`src/design/cache_cfg_pkg.sv`:
```
// ----------------------------------------------------------------------
// Cache geometry: address, word, line and tag widths
// and the types built from them
// ----------------------------------------------------------------------

package cache_cfg_pkg;

  parameter int addr_width     = 32;
  parameter int word_width     = 32;
  parameter int words_per_line = 4;
  parameter int line_width     = word_width * words_per_line;  // 128
  parameter int offset_width   = $clog2(line_width / 8);       // Byte offset in a line
  parameter int word_sel_width = $clog2(words_per_line);

  // Every address bit above the line offset is kept as tag
  parameter int tag_width      = addr_width - offset_width;

  typedef logic [addr_width-1:0]     addr_t;
  typedef logic [word_width-1:0]     word_t;
  typedef logic [line_width-1:0]     line_t;
  typedef logic [tag_width-1:0]      tag_t;
  typedef logic [word_sel_width-1:0] word_sel_t;

endpackage

```
`src/design/cache_types_pkg.sv`:
```
// ----------------------------------------------------------------------
// Request opcodes, controller states and memory opcodes
// ----------------------------------------------------------------------

package cache_types_pkg;

  // Processor request kind, code 3 is treated as read
  typedef enum logic [1:0] {
    op_read  = 2'd0,
    op_write = 2'd1,
    op_init  = 2'd2
  } cache_op_e;

  typedef enum logic [3:0] {
    st_idle           = 4'd0,
    st_tag_check      = 4'd1,
    st_init_access    = 4'd2,
    st_read_access    = 4'd3,
    st_write_access   = 4'd4,
    st_evict_request  = 4'd5,
    st_evict_wait     = 4'd6,
    st_refill_request = 4'd7,
    st_refill_wait    = 4'd8,
    st_refill_update  = 4'd9,
    st_resp_wait      = 4'd10
  } ctrl_state_e;

  typedef enum logic {
    mem_read  = 1'b0,
    mem_write = 1'b1
  } mem_op_e;

endpackage

```
`src/design/cache_ifc.sv`:
```
// ----------------------------------------------------------------------
// Decoded request bundle and way-array control/status bundle
// ----------------------------------------------------------------------

`timescale 1ns/100ps

interface cache_req_if #(parameter int num_sets = 8);

  localparam int index_width = $clog2(num_sets);

  logic                          req_start;  // One cycle after acceptance
  cache_types_pkg::cache_op_e    op;
  cache_cfg_pkg::tag_t           tag;
  logic [index_width-1:0]        index;
  cache_cfg_pkg::word_sel_t      word_sel;
  cache_cfg_pkg::word_t          wdata;

  modport source (output req_start, op, tag, index, word_sel, wdata);
  modport sink   (input  req_start, op, tag, index, word_sel, wdata);

endinterface


```
`src/design/cache_req_decode.sv`:
```
// ----------------------------------------------------------------------
// Processor request acceptance, address split and field latch
// ----------------------------------------------------------------------

`timescale 1ns/100ps

module cache_req_decode #(
  parameter int num_sets = 8
) (
  input  logic                  clk,
  input  logic                  reset,
  input  logic                  cachereq_val,
  input  logic [1:0]            cachereq_type,
  input  cache_cfg_pkg::addr_t  cachereq_addr,
  input  cache_cfg_pkg::word_t  cachereq_data,
  input  logic                  cachereq_rdy,
  cache_req_if.source           req
);

  localparam int index_width = $clog2(num_sets);
  localparam int offset_width = cache_cfg_pkg::offset_width;

  logic                        accept;
  cache_types_pkg::cache_op_e  op_in;

  assign accept = cachereq_val && cachereq_rdy;

  always_comb begin
    case (cachereq_type)
      2'd1:    op_in = cache_types_pkg::op_write;
      2'd2:    op_in = cache_types_pkg::op_init;
      default: op_in = cache_types_pkg::op_read;  // 0 and 3
    endcase
  end

  always_ff @(posedge clk) begin
    if (reset) begin
      req.req_start <= 1'b0;
    end else begin
      req.req_start <= accept;
    end
  end

  // Fields held until the next accepted request
  always_ff @(posedge clk) begin
    if (accept) begin
      req.op       <= op_in;
      req.tag      <= cachereq_addr[cache_cfg_pkg::addr_width-1:offset_width];
      req.index    <= cachereq_addr[offset_width +: index_width];
      req.word_sel <= cachereq_addr[offset_width-1:2];  // Word within the line
      req.wdata    <= cachereq_data;
    end
  end

endmodule

```
`src/flat_wrapper.sv`:
```
// flat-port wrapper written by rule: the top's interface ports become plain ports
module cache_req_decode_flat 
#(
  parameter int num_sets = 8
)
  (clk, reset, cachereq_val, cachereq_type, cachereq_addr, cachereq_data, cachereq_rdy, req_req_start, req_op, req_tag, req_index, req_word_sel, req_wdata);
  cache_req_if #(.num_sets(num_sets)) req_i ();
  input  logic clk;
  input  logic reset;
  input  logic cachereq_val;
  input  logic [1:0] cachereq_type;
  input  cache_cfg_pkg::addr_t cachereq_addr;
  input  cache_cfg_pkg::word_t cachereq_data;
  input  logic cachereq_rdy;
  output wire logic [$bits(req_i.req_start)-1:0] req_req_start;
  output wire logic [$bits(req_i.op)-1:0] req_op;
  output wire logic [$bits(req_i.tag)-1:0] req_tag;
  output wire logic [$bits(req_i.index)-1:0] req_index;
  output wire logic [$bits(req_i.word_sel)-1:0] req_word_sel;
  output wire logic [$bits(req_i.wdata)-1:0] req_wdata;
  assign req_req_start = req_i.req_start;
  assign req_op = req_i.op;
  assign req_tag = req_i.tag;
  assign req_index = req_i.index;
  assign req_word_sel = req_i.word_sel;
  assign req_wdata = req_i.wdata;
  cache_req_decode #(.num_sets(num_sets)) u_core (.clk(clk), .reset(reset), .cachereq_val(cachereq_val), .cachereq_type(cachereq_type), .cachereq_addr(cachereq_addr), .cachereq_data(cachereq_data), .cachereq_rdy(cachereq_rdy), .req(req_i));
endmodule
```
`config.mk`:
```
export PLATFORM = sky130hd
export DESIGN_NAME = cache_req_decode_flat
export DESIGN_NICKNAME = d
export VERILOG_FILES = /design/src/design/cache_cfg_pkg.sv /design/src/design/cache_types_pkg.sv /design/src/design/cache_ifc.sv /design/src/design/cache_req_decode.sv /design/src/flat_wrapper.sv
export SDC_FILE = /design/constraint.sdc
export NUM_CORES = 1
export LEC_CHECK = 0
export ABC_AREA = 1
export CORE_UTILIZATION = 25
export CTS_CLUSTER_DIAMETER = 150
export DETAILED_ROUTE_END_ITERATION = 10
export DONT_BUFFER_PORTS = 1
export GPL_TIMING_DRIVEN = 0
export PLACE_DENSITY = 0.48
export SKIP_CTS_REPAIR_TIMING = 1
export SLEW_MARGIN = 20
export SYNTH_ARGS = -nofsm -noshare
export SYNTH_HDL_FRONTEND = slang
export SYNTH_SLANG_ARGS = --single-unit
```
`constraint.sdc`:
```
create_clock -name clk -period 2.1 [get_ports clk]
set_input_delay 0.105 -clock clk [delete_from_list [all_inputs] [get_ports clk]]
set_output_delay 0.105 -clock clk [all_outputs]
set_load 0.05 [all_outputs]
```
# ---- Yosys cells after proc, flatten, opt, wreduce, memory -nomap -nowiden
# Cells that the tools add are included.
dict set report word_totals {
  regBits 68
  in_bits 70
  out_inout_bits 68
  word_cells 10
}
dict set report op_classes {
  n_eq_ne 2
  muxes 1
  n_reduce_logical 1
}
# op n
set op_table {}
lappend op_table {{$pmux W2 S2} 1}
lappend op_table {{$eq A2 B1 Y1 const B} 1}
lappend op_table {{$eq A2 B2 Y1 const B} 1}
lappend op_table {{$logic_and A1 B1 Y1} 1}

# ---- Longest topological paths before layout
# Gate-level depths: netlist of run 1.
dict set report logic_depth {
  depth_word 2
  ltp_mapped 2
  depth_no_buf 2
}

# ---- Worst setup path after synthesis of run 1
# Ideal clock, no wire load.
dict set report synth_timing {
  path_kind {input-to-reg}
  from {input port cachereq_val}
  to {register u_core.req.index[0] (enable)}
  t_required_ns 1.682
  path_stages 2
  path_slack_ns 0.253
  path_buffers 0
  setup_ns 0.418
  arrival_ns 1.428
  cell_sequence {nand2_1 inv_1}
}
dict set report synth_via {
  elab_chain_cells 1
}
# item line_no
set synth_rtl {}
lappend synth_rtl {{start: declaration} flat_wrapper.sv:10} ;# input logic cachereq_val;
lappend synth_rtl {{$logic_and A1 B1 Y1} cache_req_decode.sv:26} ;# assign accept = cachereq_val && cachereq_rdy;
lappend synth_rtl {{net u_core.accept} cache_req_decode.sv:23} ;# logic accept;
lappend synth_rtl {{end signal: assignment} cache_req_decode.sv:49} ;# req.index <= cachereq_addr[offset_width +: index_width];
lappend synth_rtl {{end: declaration} cache_ifc.sv:18} ;# modport source (output req_start, op, tag, index, word_sel, wdata);
# The timed path passes the listed nets, and every way through them passes these cells.
# A chain may end at the register's enable or synchronous reset.

==> impl_metrics.csv, run 1 <==
group,metric,value,unit
grt,antenna_found_initial,0,
setup_path,path_max_fanout,2,
hold_path,min-delay-start,"cachereq_addr[20]",
setup_path,crit_type,"register to primary output",
timing,relSlewSlack,47.8,%
yosys,postSynthAreaPerCell,26.6,um2
clock_network,clock-sinks,65,
drt,via_count,1023,
setup_path,path_delay_family,"flip-flops",
yosys,ys_async_sr_fraction,0,%
power_and_ir_drop,seq_power_share,56.9,%
die,start_util,25.8,%
die,die_h,91.3,um
yosys,synthesis.area,1990,um2
power_and_ir_drop,p_sw_share,26.2,%
cells_and_area,diodes,0,
hold_path,timing.hold.worst.class,"input pin to register",
grt,grt_pass1_vias,794,
cells_and_area,layout-drive-gt1-share,12.7,%
cells_and_area,nNetsFinal,223,
power_and_ir_drop,p_per_area,1080,nW/um2
yosys,yosys.cell_count.top_type,"edfxtp_1",
drt,avgViaCountPerCell,3.93,
yosys,yosysTopAreaCell,"edfxtp_1",
timing,worst_pin_slew,0.784,ns
clock_network,cts_root_buffer,"clkbuf_8",
yosys,yosys-top-cells-area,"edfxtp_1 (96%), buf_4 (1.1%), dfxtp_1 (1.0%), inv_1 (0.56%), nor2_1 (0.38%)",
die,rows,32,
setup_path,cp.arrival,1.30,ns
hold_path,whs_endpoint,"u_core.req.tag[16]",
power_and_ir_drop,ir_drop,472,uV
power_and_ir_drop,internal-power,0.00241,W
timing,setup_viol,0,
setup_path,critPathBufInv,1,
timing,fmax,713,MHz
grt,grt_max_degree,65,
power_and_ir_drop,switchingPower,0.000855,W
yosys,synthTopCellsByCount,"edfxtp_1 (64), buf_4 (3), inv_1 (3)",
drt,routedWlPerCell,15.7,um
yosys,synth_edf_count,64,
grt,grt_use_met3,8.29,%
die,core-area,7730,um2
power_and_ir_drop,power,0.00327,W
setup_path,worstSetupStartpointType,"register",
yosys,yosys_warnings,0,
clock_network,path_clk_slew,0.07,ns
drt,drt_pass1_iterations,2,
grt,track_usage,9.01,%
yosys,yosysSeqAreaShare,97.4,%
yosys,ys_types,7,
cells_and_area,area_growth,52.4,%
job,cap_violations,0,
clock_network,cts_tree,"yes",
grt,overflow,0,
drt,drtIter0Drc,35,
placement,gp_congestion,0.615,
drt,postRouteAntennaNets,0,
cells_and_area,finish.utilization,39.3,%
yosys,synth_top_area_share,96.4,%
setup_path,endpoint_kind,"primary output",
placement,hpwl,2.55,mm
grt,grt_pass1_wl,4.94,mm
clock_network,htreeDepth,3,
power_and_ir_drop,combPwrFrac,4.5,%
setup_path,cp.required,2.00,ns
timing,rsz0062_at_grt,"no",
clock_network,cts_buffers,9,
drt,drc,0,
power_and_ir_drop,leakage,1.05,nW
timing,hold_violations,0,
run_status,status,"complete, no violations",
setup_path,cpMaxStageDelayCell,"edfxtp_1",
placement,portBuffers,0,
yosys,syn_nets,145,
grt,busiest_layer,"met2",
die,die-area,8330,um2
die,io_pins,138,
yosys,ys_ff_latch,65,
die,die_w,91.3,um
timing,finalWorstPathRequiredPeriod,1.40,ns
grt,grtUsageMet1,7.73,%
grt,grt_util_met2,12.8,%
clock_network,clock_path_buffers,2,
setup_path,critPathMaxStageDelay,0.66,ns
drt,drt-total-wl,4.08,mm
timing,finalSetupTns,0,ns
setup_path,cp_cell_sequence,"buf_4",
timing,period_share,66.8,%
timing,drv_slew,0,
yosys,synth_ff_type,"edfxtp_1",
yosys,postSynthCellCount,75,
power_and_ir_drop,p_clk_share,38.6,%
hold_path,hold_path_depth,1,
[registers in the layout, indices dropped and copies added, names as in the netlist]
name / flops
u_core.req.tag: 26
u_core.req.word_sel: 2
u_core.req.req_start: 1
u_core.req.op: 2
u_core.req.index: 2
u_core.req.wdata: 32
[cells by family (layout without fill, tap and decap cells)]
kind of cell  Yosys count  count (layout)  synth area share, %
simple gates            4               4                0.879
flops                  65              65                 97.4
buf+inv                 6              89                 1.69
[how the worst max path moves through the flow]
stage,cells past startpoint,startpoint,end
6_report,1,u_core.req.index[1],req_tag[1]
5_1_grt,1,u_core.req.index[1],req_tag[1]
4_1_cts,1,u_core.req.index[1],req_tag[1]
3_5_place_dp,2,cachereq_val,u_core.req.wdata[6]
3_3_place_gp,2,cachereq_val,u_core.req.wdata[30]
2_1_floorplan,2,cachereq_val,u_core.req.index[0]
[placed cells by master (no fill, tap or decap), drive strengths merged]
cell type | netlist | layout
bufinv | 0 | 3
buf | 3 | 3
nand2 | 1 | 1
edfxtp | 64 | 64
clkinv | 0 | 3
dlygate4sd3 | 0 | 67
inv | 3 | 3
clkbuf | 0 | 10
dfxtp | 1 | 1
nor2 | 3 | 3
[per-layer routing]
metal	vias to the layer above	part of all wire [%]
li1	444	-
met2	86	51
met4	0	2.4
met1	484	33
met5	-	0
met3	9	13
[power groups by stage]
stage / clock, W / sequential [W] / combinational, W
3_3_place_gp: 0 / 0.00189 / 0.0000439
2_1_floorplan: 0 / 0.00187 / 0.0000385
4_1_cts: 0.00131 / 0.00186 / 0.0000467
6_report: 0.00126 / 0.00186 / 0.000147
3_5_place_dp: 0 / 0.00189 / 0.0000465
5_1_grt: 0.00136 / 0.00187 / 0.000159
[stage by stage]
stage | instance area [um2] | instances | hold WS [ns] | setup WS, ns
floorplan | 1990 | 75 | 0.172 | 0.253
global placement | 2120 | 177 | 0.176 | -0.109
detailed placement | 2120 | 177 | 0.176 | 0.906
CTS | 2370 | 193 | -0.199 | 0.662
global route | 3040 | 260 | 0.365 | 0.638
finish | 3040 | 260 | 0.390 | 0.697
[area by class of cell]
cell class / instances / area [um2]
Inverter: 3 / 13.8
Clock buffer: 10 / 128
Tap cell: 102 / 128
Fill cell: 711 / 4690
Buffer: 3 / 22.5
Sequential cell: 65 / 1940
Clock inverter: 6 / 116
Timing Repair Buffer: 67 / 671
Multi-Input combinational cell: 4 / 17.5
(Power assumes the default switching activity.)
==> run 2, diff against run 1 <==
Clock period 2.1 ns to 1.4 ns, I/O delays scaled along.
==> run 2 against run 1 <==
Against the previous run:
- first-iteration DRC count decreased by 14%
- count of clock-buffer cells in the layout unchanged
- sequential power increased by 50%
- sequential cell count did not move
- clock power is 47% higher
- power increased by 49%
- critical path type unchanged
- highest routed layer unchanged
==> impl_metrics.csv, run 2 (synthesis results as in run 1) <==
group,metric,value,unit
run_status,status,"complete, no violations",
grt,busiest_layer,"met2",
timing,setup_viol,0,
cells_and_area,fillCellCount,729,
die,rows,32,
clock_network,htreeDepth,3,
power_and_ir_drop,p_per_area,1590,nW/um2
setup_path,crit_type,"register to primary output",
grt,grt_max_degree,36,
hold_path,timing.hold.worst.class,"input pin to register",
cells_and_area,regArea,1940,um2
timing,worst_pin_slew,0.656,ns
clock_network,cts_buffers,9,
setup_path,path_max_fanout,2,
clock_network,cts_tree,"yes",
cells_and_area,area_growth,53.8,%
hold_path,hold_path_depth,1,
placement,hpwl,2.68,mm
timing,finalSetupTns,0,ns
clock_network,clock-sinks,65,
timing,fmax,743,MHz
placement,portBuffers,0,
setup_path,cp_cell_sequence,"buf_4",
cells_and_area,final_cell_mix,"dlygate4sd3_1 (67), edfxtp_1 (64), clkbuf_8 (9), buf_4 (3), bufinv_16 (3)",
cells_and_area,diodes,0,
die,die_h,91.3,um
cells_and_area,max_flop_register,"u_core.req.wdata",
cells_and_area,largest_reg_flops,32,
placement,placed_area,2160,um2
drt,drt-total-wl,4.09,mm
drt,drtIter0Drc,30,
grt,overflow,0,
timing,relSlewSlack,56.1,%
cells_and_area,final_area,3070,um2
drt,via_count,1021,
setup_path,cpMaxStageDelayCell,"edfxtp_1",
setup_path,worstSetupStartpointType,"register",
timing,finalWorstPathRequiredPeriod,1.35,ns
die,start_util,25.8,%
setup_path,endpoint_kind,"primary output",
clock_network,clock_path_buffers,2,
timing,hold_violations,0,
setup_path,critPathBufInv,1,
timing,period_share,96.2,%
drt,avgViaCountPerCell,3.91,
power_and_ir_drop,leakage,1.05,nW
hold_path,min-delay-start,"cachereq_data[7]",
die,die_w,91.3,um
cells_and_area,finish.utilization,39.7,%
clock_network,path_clk_slew,0.07,ns
setup_path,cp.required,1.33,ns
grt,grtUsageMet1,8.79,%
timing,drv_slew,0,
cells_and_area,multi_input_area,33.8,um2
cells_and_area,final_common_cell,"dlygate4sd3_1",
hold_path,whs_endpoint,"u_core.req.wdata[7]",
cells_and_area,layout-drive-gt1-share,13.2,%
placement,pre_cts_ws,0.0437,ns
grt,track_usage,9.16,%
drt,routedWlPerCell,15.7,um
grt,grt_pass1_vias,785,
placement,gp_congestion,0.582,
grt,antenna_found_initial,0,
cells_and_area,nNetsFinal,224,
power_and_ir_drop,ir_drop,548,uV
timing,fin_ws,0.0537,ns
die,io_pins,138,
setup_path,critPathMaxStageDelay,0.65,ns
clock_network,cts_root_buffer,"clkbuf_8",
die,core-area,7730,um2
die,die-area,8330,um2
job,cap_violations,0,
drt,drc,0,
grt,grt_use_met3,7.20,%
drt,postRouteAntennaNets,0,
timing,hold_ws,0.361,ns
drt,drt_pass1_iterations,3,
grt,grt_pass1_wl,5.08,mm
grt,grt_util_met2,12.9,%
cells_and_area,top_regs,"u_core.req.wdata x32, u_core.req.tag x26",
timing,rsz0062_at_grt,"no",
setup_path,cp.arrival,1.28,ns
setup_path,path_delay_family,"flip-flops",
run 2: how the worst max path moves through the flow:
stage                              startpoint                   to  slack (ns)  cells after the start
after global placement           cachereq_val   u_core.req.tag[19]       -0.34                      2
after global routing      u_core.req.index[1]           req_tag[1]        0.01                      1
after floorplan                  cachereq_val  u_core.req.index[0]       -0.02                      2
after CTS                   u_core.req.tag[2]           req_tag[2]        0.02                      1
final                       u_core.req.tag[2]           req_tag[2]        0.05                      1
after detailed placement         cachereq_val     u_core.req.op[0]        0.04                      3
run 2: layer usage:
metal / share of wire, % / vias up / wire length, um
li1: - / 445 / -
met1: 39 / 497 / 1590
met2: 50 / 72 / 2030
met3: 9.6 / 7 / 393
met4: 1.8 / 0 / 74
met5: 0 / - / 0
run 2: cell type report:
class | instances | area share (%)
Sequential cell | 65 | 63.3
Timing Repair Buffer | 68 | 22.5
Tap cell | 102 | 4.16
Inverter | 3 | 0.490
Multi-Input combinational cell | 4 | 1.10
Clock buffer | 10 | 4.16
Clock inverter | 6 | 3.47
Buffer | 3 | 0.735
run 2: metrics by stage:
stage               total power (W)  cells
floorplan                   0.00287     75
CTS                         0.00480    194
finish                      0.00487    261
global route                0.00505    261
detailed placement          0.00291    178
global placement            0.00290    177
run 2: where the power goes:
group / switching, W / total, W / internal [W]
Sequential: 0.000494 / 0.00279 / 0.00230
Clock: 0.000678 / 0.00185 / 0.00117
Combinational: 0.0000894 / 0.000230 / 0.000141
