==> src/design/cache_cfg_pkg.sv <==
// ----------------------------------------------------------------------
// Cache geometry: address, word, line and tag widths
// and the types built from them
// ----------------------------------------------------------------------

package cache_cfg_pkg;

  parameter int addr_width     = 32;
  parameter int word_width     = 32;
  parameter int words_per_line = 4;
  parameter int line_width     = word_width * words_per_line;  // 128
  parameter int offset_width   = $clog2(line_width / 8);       // Byte offset in a line
  parameter int word_sel_width = $clog2(words_per_line);

  // Every address bit above the line offset is kept as tag
  parameter int tag_width      = addr_width - offset_width;

  typedef logic [addr_width-1:0]     addr_t;
  typedef logic [word_width-1:0]     word_t;
  typedef logic [line_width-1:0]     line_t;
  typedef logic [tag_width-1:0]      tag_t;
  typedef logic [word_sel_width-1:0] word_sel_t;

endpackage

==> src/design/cache_types_pkg.sv <==
// ----------------------------------------------------------------------
// Request opcodes, controller states and memory opcodes
// ----------------------------------------------------------------------

package cache_types_pkg;

  // Processor request kind, code 3 is treated as read
  typedef enum logic [1:0] {
    op_read  = 2'd0,
    op_write = 2'd1,
    op_init  = 2'd2
  } cache_op_e;

  typedef enum logic [3:0] {
    st_idle           = 4'd0,
    st_tag_check      = 4'd1,
    st_init_access    = 4'd2,
    st_read_access    = 4'd3,
    st_write_access   = 4'd4,
    st_evict_request  = 4'd5,
    st_evict_wait     = 4'd6,
    st_refill_request = 4'd7,
    st_refill_wait    = 4'd8,
    st_refill_update  = 4'd9,
    st_resp_wait      = 4'd10
  } ctrl_state_e;

  typedef enum logic {
    mem_read  = 1'b0,
    mem_write = 1'b1
  } mem_op_e;

endpackage

==> src/design/cache_ifc.sv <==
// ----------------------------------------------------------------------
// Decoded request bundle and way-array control/status bundle
// ----------------------------------------------------------------------

`timescale 1ns/100ps

interface cache_req_if #(parameter int num_sets = 8);

  localparam int index_width = $clog2(num_sets);

  logic                          req_start;  // One cycle after acceptance
  cache_types_pkg::cache_op_e    op;
  cache_cfg_pkg::tag_t           tag;
  logic [index_width-1:0]        index;
  cache_cfg_pkg::word_sel_t      word_sel;
  cache_cfg_pkg::word_t          wdata;

  modport source (output req_start, op, tag, index, word_sel, wdata);
  modport sink   (input  req_start, op, tag, index, word_sel, wdata);

endinterface

interface way_if;

  // Controls from the FSM
  logic                  init_en;
  logic                  word_write_en;
  logic                  refill_en;
  logic                  lru_touch;

  // Status from the arrays
  logic                  hit;
  logic                  hit_way;
  logic                  victim_dirty;   // LRU way valid and dirty
  cache_cfg_pkg::tag_t   victim_tag;
  cache_cfg_pkg::line_t  victim_line;
  cache_cfg_pkg::line_t  hit_line;

  modport ctrl   (output init_en, word_write_en, refill_en, lru_touch,
                  input  hit, victim_dirty);
  modport store  (input  init_en, word_write_en, refill_en, lru_touch,
                  output hit, hit_way, victim_dirty, victim_tag, victim_line, hit_line);
  modport result (input  hit, hit_line, victim_tag, victim_line);

endinterface

==> src/design/cache_ctrl_fsm.sv <==
// ----------------------------------------------------------------------
// Cache controller FSM: tag check, access, eviction, refill, response
// ----------------------------------------------------------------------

`timescale 1ns/100ps

module cache_ctrl_fsm (
  input  logic  clk,
  input  logic  reset,
  input  logic  memreq_rdy,
  input  logic  memresp_val,
  input  logic  cacheresp_rdy,
  output logic  cachereq_rdy,
  output logic  cacheresp_val,
  output logic  memreq_val,
  output logic  memresp_rdy,
  output logic  resp_capture,
  output logic  evict_select,
  cache_req_if.sink  req,
  way_if.ctrl        ways
);

  cache_types_pkg::ctrl_state_e state_q, state_d;

  always_ff @(posedge clk) begin
    if (reset) begin
      state_q <= cache_types_pkg::st_idle;
    end else begin
      state_q <= state_d;
    end
  end

  // ----------------------------------------------------------------------
  // Next state
  // ----------------------------------------------------------------------

  always_comb begin
    state_d = state_q;
    case (state_q)
      cache_types_pkg::st_idle:
        if (req.req_start) state_d = cache_types_pkg::st_tag_check;
      cache_types_pkg::st_tag_check: begin
        if (req.op == cache_types_pkg::op_init)
          state_d = cache_types_pkg::st_init_access;
        else if (ways.hit && req.op == cache_types_pkg::op_write)
          state_d = cache_types_pkg::st_write_access;
        else if (ways.hit)
          state_d = cache_types_pkg::st_read_access;
        else if (ways.victim_dirty)
          state_d = cache_types_pkg::st_evict_request;
        else
          state_d = cache_types_pkg::st_refill_request;
      end
      cache_types_pkg::st_init_access,
      cache_types_pkg::st_read_access,
      cache_types_pkg::st_write_access:
        state_d = cache_types_pkg::st_resp_wait;
      cache_types_pkg::st_evict_request:
        if (memreq_rdy) state_d = cache_types_pkg::st_evict_wait;
      cache_types_pkg::st_evict_wait:
        if (memresp_val) state_d = cache_types_pkg::st_refill_request;  // Write-back acked
      cache_types_pkg::st_refill_request:
        if (memreq_rdy) state_d = cache_types_pkg::st_refill_wait;
      cache_types_pkg::st_refill_wait:
        if (memresp_val) state_d = cache_types_pkg::st_refill_update;
      cache_types_pkg::st_refill_update:
        state_d = (req.op == cache_types_pkg::op_write) ? cache_types_pkg::st_write_access
                                                        : cache_types_pkg::st_read_access;
      cache_types_pkg::st_resp_wait:
        if (cacheresp_rdy) state_d = cache_types_pkg::st_idle;
      default:
        state_d = cache_types_pkg::st_idle;
    endcase
  end

  // ----------------------------------------------------------------------
  // Outputs decoded from state
  // ----------------------------------------------------------------------

  // Closed while the latched request waits for its tag check
  assign cachereq_rdy  = (state_q == cache_types_pkg::st_idle) && !req.req_start;
  assign cacheresp_val = (state_q == cache_types_pkg::st_resp_wait);
  assign memreq_val    = (state_q == cache_types_pkg::st_evict_request) ||
                         (state_q == cache_types_pkg::st_refill_request);
  assign memresp_rdy   = (state_q == cache_types_pkg::st_evict_wait) ||
                         (state_q == cache_types_pkg::st_refill_wait);
  assign evict_select  = (state_q == cache_types_pkg::st_evict_request) ||
                         (state_q == cache_types_pkg::st_evict_wait);

  assign resp_capture  = (state_q == cache_types_pkg::st_init_access) ||
                         (state_q == cache_types_pkg::st_read_access) ||
                         (state_q == cache_types_pkg::st_write_access);

  assign ways.init_en       = (state_q == cache_types_pkg::st_init_access);
  assign ways.word_write_en = (state_q == cache_types_pkg::st_init_access) ||
                              (state_q == cache_types_pkg::st_write_access);
  assign ways.refill_en     = (state_q == cache_types_pkg::st_refill_update);
  assign ways.lru_touch     = resp_capture;  // Every access marks its way used

  // Memory and processor sides are never offered together
  assert property (@(posedge clk) disable iff (reset) !(memreq_val && cacheresp_val));

  // A write-back only ever carries a dirty victim
  assert property (@(posedge clk) disable iff (reset)
    memreq_val && evict_select |-> ways.victim_dirty);

  assert property (@(posedge clk) disable iff (reset)
    !$isunknown(state_q) && state_q <= cache_types_pkg::st_resp_wait);

endmodule

==> src/flat_wrapper.sv <==
// flat-port wrapper written by rule: the top's interface ports become plain ports
module cache_ctrl_fsm_flat 
  (clk, reset, memreq_rdy, memresp_val, cacheresp_rdy, cachereq_rdy, cacheresp_val, memreq_val, memresp_rdy, resp_capture, evict_select, req_req_start, req_op, req_tag, req_index, req_word_sel, req_wdata, ways_init_en, ways_word_write_en, ways_refill_en, ways_lru_touch, ways_hit, ways_victim_dirty);
  cache_req_if req_i ();
  way_if ways_i ();
  input  logic clk;
  input  logic reset;
  input  logic memreq_rdy;
  input  logic memresp_val;
  input  logic cacheresp_rdy;
  output logic cachereq_rdy;
  output logic cacheresp_val;
  output logic memreq_val;
  output logic memresp_rdy;
  output logic resp_capture;
  output logic evict_select;
  input wire logic [$bits(req_i.req_start)-1:0] req_req_start;
  input wire logic [$bits(req_i.op)-1:0] req_op;
  input wire logic [$bits(req_i.tag)-1:0] req_tag;
  input wire logic [$bits(req_i.index)-1:0] req_index;
  input wire logic [$bits(req_i.word_sel)-1:0] req_word_sel;
  input wire logic [$bits(req_i.wdata)-1:0] req_wdata;
  output wire logic [$bits(ways_i.init_en)-1:0] ways_init_en;
  output wire logic [$bits(ways_i.word_write_en)-1:0] ways_word_write_en;
  output wire logic [$bits(ways_i.refill_en)-1:0] ways_refill_en;
  output wire logic [$bits(ways_i.lru_touch)-1:0] ways_lru_touch;
  input wire logic [$bits(ways_i.hit)-1:0] ways_hit;
  input wire logic [$bits(ways_i.victim_dirty)-1:0] ways_victim_dirty;
  assign req_i.req_start = req_req_start;
  assign req_i.op = req_op;
  assign req_i.tag = req_tag;
  assign req_i.index = req_index;
  assign req_i.word_sel = req_word_sel;
  assign req_i.wdata = req_wdata;
  assign ways_init_en = ways_i.init_en;
  assign ways_word_write_en = ways_i.word_write_en;
  assign ways_refill_en = ways_i.refill_en;
  assign ways_lru_touch = ways_i.lru_touch;
  assign ways_i.hit = ways_hit;
  assign ways_i.victim_dirty = ways_victim_dirty;
  cache_ctrl_fsm u_core (.clk(clk), .reset(reset), .memreq_rdy(memreq_rdy), .memresp_val(memresp_val), .cacheresp_rdy(cacheresp_rdy), .cachereq_rdy(cachereq_rdy), .cacheresp_val(cacheresp_val), .memreq_val(memreq_val), .memresp_rdy(memresp_rdy), .resp_capture(resp_capture), .evict_select(evict_select), .req(req_i), .ways(ways_i));
endmodule
==> config.mk <==
export PLATFORM = sky130hd
export DESIGN_NAME = cache_ctrl_fsm_flat
export DESIGN_NICKNAME = d
export VERILOG_FILES = /design/src/design/cache_cfg_pkg.sv /design/src/design/cache_types_pkg.sv /design/src/design/cache_ifc.sv /design/src/design/cache_ctrl_fsm.sv /design/src/flat_wrapper.sv
export SDC_FILE = /design/constraint.sdc
export NUM_CORES = 1
export LEC_CHECK = 0
export ABC_AREA = 1
export ABC_CLOCK_PERIOD_IN_PS = 1100
export BUFFER_PORTS_ARGS = -buffer_cell sky130_fd_sc_hd__buf_4
export CAP_MARGIN = 30
export CORE_MARGIN = 8
export CORE_UTILIZATION = 23
export DETAILED_ROUTE_END_ITERATION = 8
export GPL_TIMING_DRIVEN = 0
export HOLD_SLACK_MARGIN = 0.03
export PLACE_DENSITY = 0.8
export SLEW_MARGIN = 15
export SYNTH_ARGS = -nofsm -noshare
export SYNTH_HDL_FRONTEND = slang
export SYNTH_SLANG_ARGS = --single-unit
==> constraint.sdc <==
create_clock -name clk -period 1.1 [get_ports clk]
set_clock_uncertainty 0.1 [all_clocks]
set_input_delay 0.11 -clock clk [delete_from_list [all_inputs] [get_ports clk]]
set_output_delay 0.11 -clock clk [all_outputs]
set_load 0.1 [all_outputs]
# ---- After elaboration in Yosys (flattened, before gate mapping)
# Cells that the tools add are included.
dict set report word_totals {
  out_inout_bits 10
  wordCells 43
  register_bits 4
}
dict set report classes {
  n_mux 12
  n_eq_ne 18
  reduce_logical 12
}
# cell count
set ops {}
lappend ops {{$mux W4} 9}
lappend ops {{$pmux W4 S9} 1}
lappend ops {{$eq A4 B3 Y1 const B} 4}
lappend ops {{$eq A4 B4 Y1 const B} 3}
lappend ops {{$ne A2 B2 Y1 const B} 6}
lappend ops {{$eq A4 B2 Y1 const B} 2}
lappend ops {{$logic_or A1 B1 Y1} 6}
lappend ops {{$reduce_and A6 Y1} 1}
lappend ops {{$eq A4 B1 Y1 const B} 1}
lappend ops {{$logic_not A4 Y1} 1}
lappend ops {{$mux W3} 1}
lappend ops {{$reduce_or A3 Y1} 1}
lappend ops {{$eq A2 B1 Y1 const B} 1}
lappend ops {{$eq A2 B2 Y1 const B} 1}
lappend ops {{$logic_and A1 B1 Y1} 2}
lappend ops {{$mux W2} 1}
lappend ops {{$logic_not A1 Y1} 1}

# ---- Depth between registers and ports, before layout
dict set report logic_depth {
  depth_word 5
  mapped_depth 9
  depth_no_buf 9
}

# ---- Worst setup path after synthesis
# Ideal clock, no wire load.
dict set report synth_path {
  path_kind {register -> output}
  start {register u_core.state_q[1]}
  end {output ways_word_write_en}
  arrival_ps 2753
  path_stages_with_launch 5
  n_path_buf 0
  slack_ps -1863
  cell_sequence {dfxtp_1 > inv_1 > nor2_2 > inv_1 > o21ai_0}
}
dict set report synth_between {
  elab_chain_len 2
}
# item line_no
set synth_rtl {}
lappend synth_rtl {{from (decl)} cache_ctrl_fsm.sv:23} ;# cache_types_pkg::ctrl_state_e state_q, state_d;
lappend synth_rtl {{from (signal assigned)} cache_ctrl_fsm.sv:27} ;# state_q <= cache_types_pkg::st_idle;
lappend synth_rtl {{from (signal assigned)} cache_ctrl_fsm.sv:29} ;# state_q <= state_d;
lappend synth_rtl {{$eq A4 B2 Y1 or $eq A4 B3 Y1 (tied branches)} {cache_ctrl_fsm.sv:95, cache_ctrl_fsm.sv:96}}
lappend synth_rtl {{$logic_or A1 B1 Y1 *} cache_ctrl_fsm.sv:95} ;# assign ways.word_write_en = (state_q == cache_types_pkg::st_init_access) ||
lappend synth_rtl {{to (decl)} flat_wrapper.sv:24} ;# output wire logic [$bits(ways_i.word_write_en)-1:0] ways_word_write_en;
# Every way passes the cells marked *; elsewhere a longest branch is shown, timed or not.

# ---- Worst setup path in the final report
dict set report layout_path {
  start {register u_core.state_q[2]}
  end {output evict_select}
}
dict set report layout_between {
  elab_chain_len 2
}
# item line_no
set layout_rtl {}
lappend layout_rtl {{$eq A4 B3 Y1 (on tied branches)} {cache_ctrl_fsm.sv:87, cache_ctrl_fsm.sv:88}}
lappend layout_rtl {{$logic_or A1 B1 Y1 *} cache_ctrl_fsm.sv:87} ;# assign evict_select = (state_q == cache_types_pkg::st_evict_request) ||
lappend layout_rtl {{to (decl)} flat_wrapper.sv:16} ;# output logic evict_select;
# Marks and branches as above.

==> impl_metrics.tcl <==
set metrics [dict create \
    ant_nets 0 \
    fin_crit_ps 1480 \
    synth_flop_cell "dfxtp_1" \
    drive_above_1_share_pct 62.1 \
    worst_pin_slew_ps 202 \
    synth_commonest_cells "nand2_1 (22), inv_1 (15), nor2_1 (14)" \
    critical_path_required_ps 890 \
    dpl_worst_slack_ps -474 \
    yosysWarningCount 0 \
    status "finished, violations left" \
    ys_ff_latch 4 \
    grtUsageTotal_pct 9.52 \
    grt_max_degree 7 \
    synth_cell_types 15 \
    routed_wl_um 1660 \
    die_area_um2 3650 \
    drv_slew 0 \
    crit_start "u_core.state_q[2]" \
    io_buffer_count 19 \
    synth_most_common_cell "nand2_1" \
    antenna_found_initial 0 \
    clock_latency_ps 230 \
    synthArstFlopShare_pct 0 \
    synth_top_area_share_pct 18.2 \
    start_kind "flop" \
    area_growth_syn_to_layout_pct 128 \
    n_antenna_cell 0 \
    synth_edf_count 0 \
    cts_tree "done" \
    largest_register_ff_count 4 \
    placed_cells 131 \
    hold_viol_final 0 \
    grt_pass1_wl_um 2700 \
    synthTopCellsByArea "nand2_1 (18%), dfxtp_1 (18%), inv_1 (12%)" \
    cts_buffer_depth 2 \
    io_pins 85 \
    largest-register "u_core.state_q" \
    reg2reg_from "u_core.state_q[2]" \
    fin_util_pct 54.3 \
    cts_buffers 3 \
    grt_pass1_vias 628 \
    start_util_pct 23.9 \
    finish.cell_count_without_fillers 143 \
    synth_area_um2 454 \
    rsz0062_at_grt "true" \
    ir_worst_vdd_mv 1.13 \
    syn_inst 85 \
    reg_top3 "u_core.state_q (4)" \
    drt_pass1_iterations 4 \
    synth_area_per_cell_um2 5.34 \
    reg2reg_depth 9 \
    fmaxAchievable_mhz 678 \
    die_width_um 60.4 \
    gr-total-overflow 0 \
    p_per_area_nw_per_um2 2650 \
    min-delay-start "memreq_rdy" \
    numClockSinks 4 \
    htreeDepth 1 \
    setup_viol 14 \
    dp_hpwl_um 1160 \
    cp.arrival_ps 1270 \
    synth_nets 160 \
    holdPathStages 4 \
    min_path_type "in -> reg" \
    seq_area_frac_synth_pct 17.6 \
    violations "setup timing" \
    fin_nets 192 \
    wl_per_cell_um 11.6 \
    slew_headroom_pct 86.5 \
    path_clk_slew_ps 40 \
    r2r_slack_ps -320 \
    critPathCaptureType "primary output" \
    maxCapViolCount 0 \
    r2r_end "u_core.state_q[2]" \
    coreArea_um2 1900 \
    die_y_um 60.4 \
    dr_total_vias 631 \
    rows 16 \
    routed_via_density 4.41 \
    crit_fanout 4 \
    drc_errors 0 \
    place.gp.congestion 0.854 \
    layout_setup_ws_ps -376 \
    worst_hold_path.endpoint "u_core.state_q[0]" \
    crit_type "reg -> out" \
    p_leak_nw 0.498 \
    fin_crit_sh_pct 134 \
    drtIter0Drc 9 \
    yosys.area.top_type "nand2_1" \
    clock-root-buffer "clkbuf_4" \
]
-- where the power goes --
group / internal (mW) / switching [mW] / leakage (nW)
Combinational: 0.778 / 1.42 / 0.447
Clock: 0.136 / 0.0591 / 0.0150
Sequential: 0.220 / 0.127 / 0.0356
-- per-stage QoR --
step | hold WS (ps) | power, mW | setup TNS (ps) | area [um2]
floorplan | 69.4 | 1.70 | -3460 | 564
global placement | 190 | 1.97 | -3730 | 741
detailed placement | 196 | 1.99 | -3900 | 741
CTS | 97.5 | 2.62 | -4310 | 986
global route | 131 | 2.91 | -5150 | 1030
finish | 116 | 2.74 | -4250 | 1030
-- cells by family (layout without fill, tap and decap cells) --
family,after synthesis,count (layout),synth area share (%)
and+or+nand+nor,58,58,61.2
buffers and inverters,18,49,15.7
AOI/OAI and AO/OA,5,5,5.51
DFF,4,4,17.6
-- routing by layer --
layer  part of all wire (%)  track usage [%]  up-vias
met1                     38             10.3      295
met3                    6.8             3.60        0
met5                      0                0        -
met2                     55             17.2       16
li1                       -                -      320
met4                      0             1.99        0
-- final cells by class --
type	count	area, um2
timing repair buffer	27	322
clock buffer	4	26.3
multi-input combinational	63	470
fill	177	868
inverter	17	71.3
sequential	4	95.1
tap	27	33.8
buffer	1	15.0
-- worst max-delay path by stage --
| stage | to |
|---|---|
| after detailed placement | ways_lru_touch |
| after global placement | ways_lru_touch |
| after CTS | ways_lru_touch |
| final | evict_select |
| after global routing | ways_lru_touch |
| after floorplan | u_core.state_q[0] |
-- critical path, stage by stage, from the launching register on --
cell and delay [ps]:
dfxtp_4 380, inv_4 40, nor2_4 160, buf_4 160, nand2_4 60, nand2_8 60, buf_12 170
-- cells in the final DEF, fill, tap and decap left out --
| cell type | instances |
|---|---|
| a21oi_1 | 2 |
| nand3b_1 | 3 |
| nand3_2 | 2 |
| nand2_1 | 14 |
| inv_1 | 9 |
| clkbuf_1 | 1 |
| buf_8 | 1 |
| nand2_8 | 3 |
| o21ai_4 | 1 |
| nor2_1 | 5 |
| nor2_4 | 9 |
| buf_12 | 9 |
| inv_4 | 3 |
| dfxtp_4 | 4 |
| or2_2 | 1 |
| buf_6 | 1 |
| nand2_2 | 4 |
| a21oi_2 | 2 |
| inv_2 | 5 |
| clkbuf_4 | 3 |
| nand3_1 | 9 |
| nand2_4 | 5 |
| nor2_2 | 3 |
| buf_4 | 16 |
| dlygate4sd3_1 | 1 |
-- timing repair --
action | 4_1_cts | 5_1_grt
setup endpoints to repair | 14 | 14
gates resized for setup | 46 | 10
hold endpoints to repair | 4 | 0
pin swaps | 8 | 5
buffers inserted | 5 | 2
hold buffers | 1 | 0
Note: power is estimated with default switching activity, not from simulation.
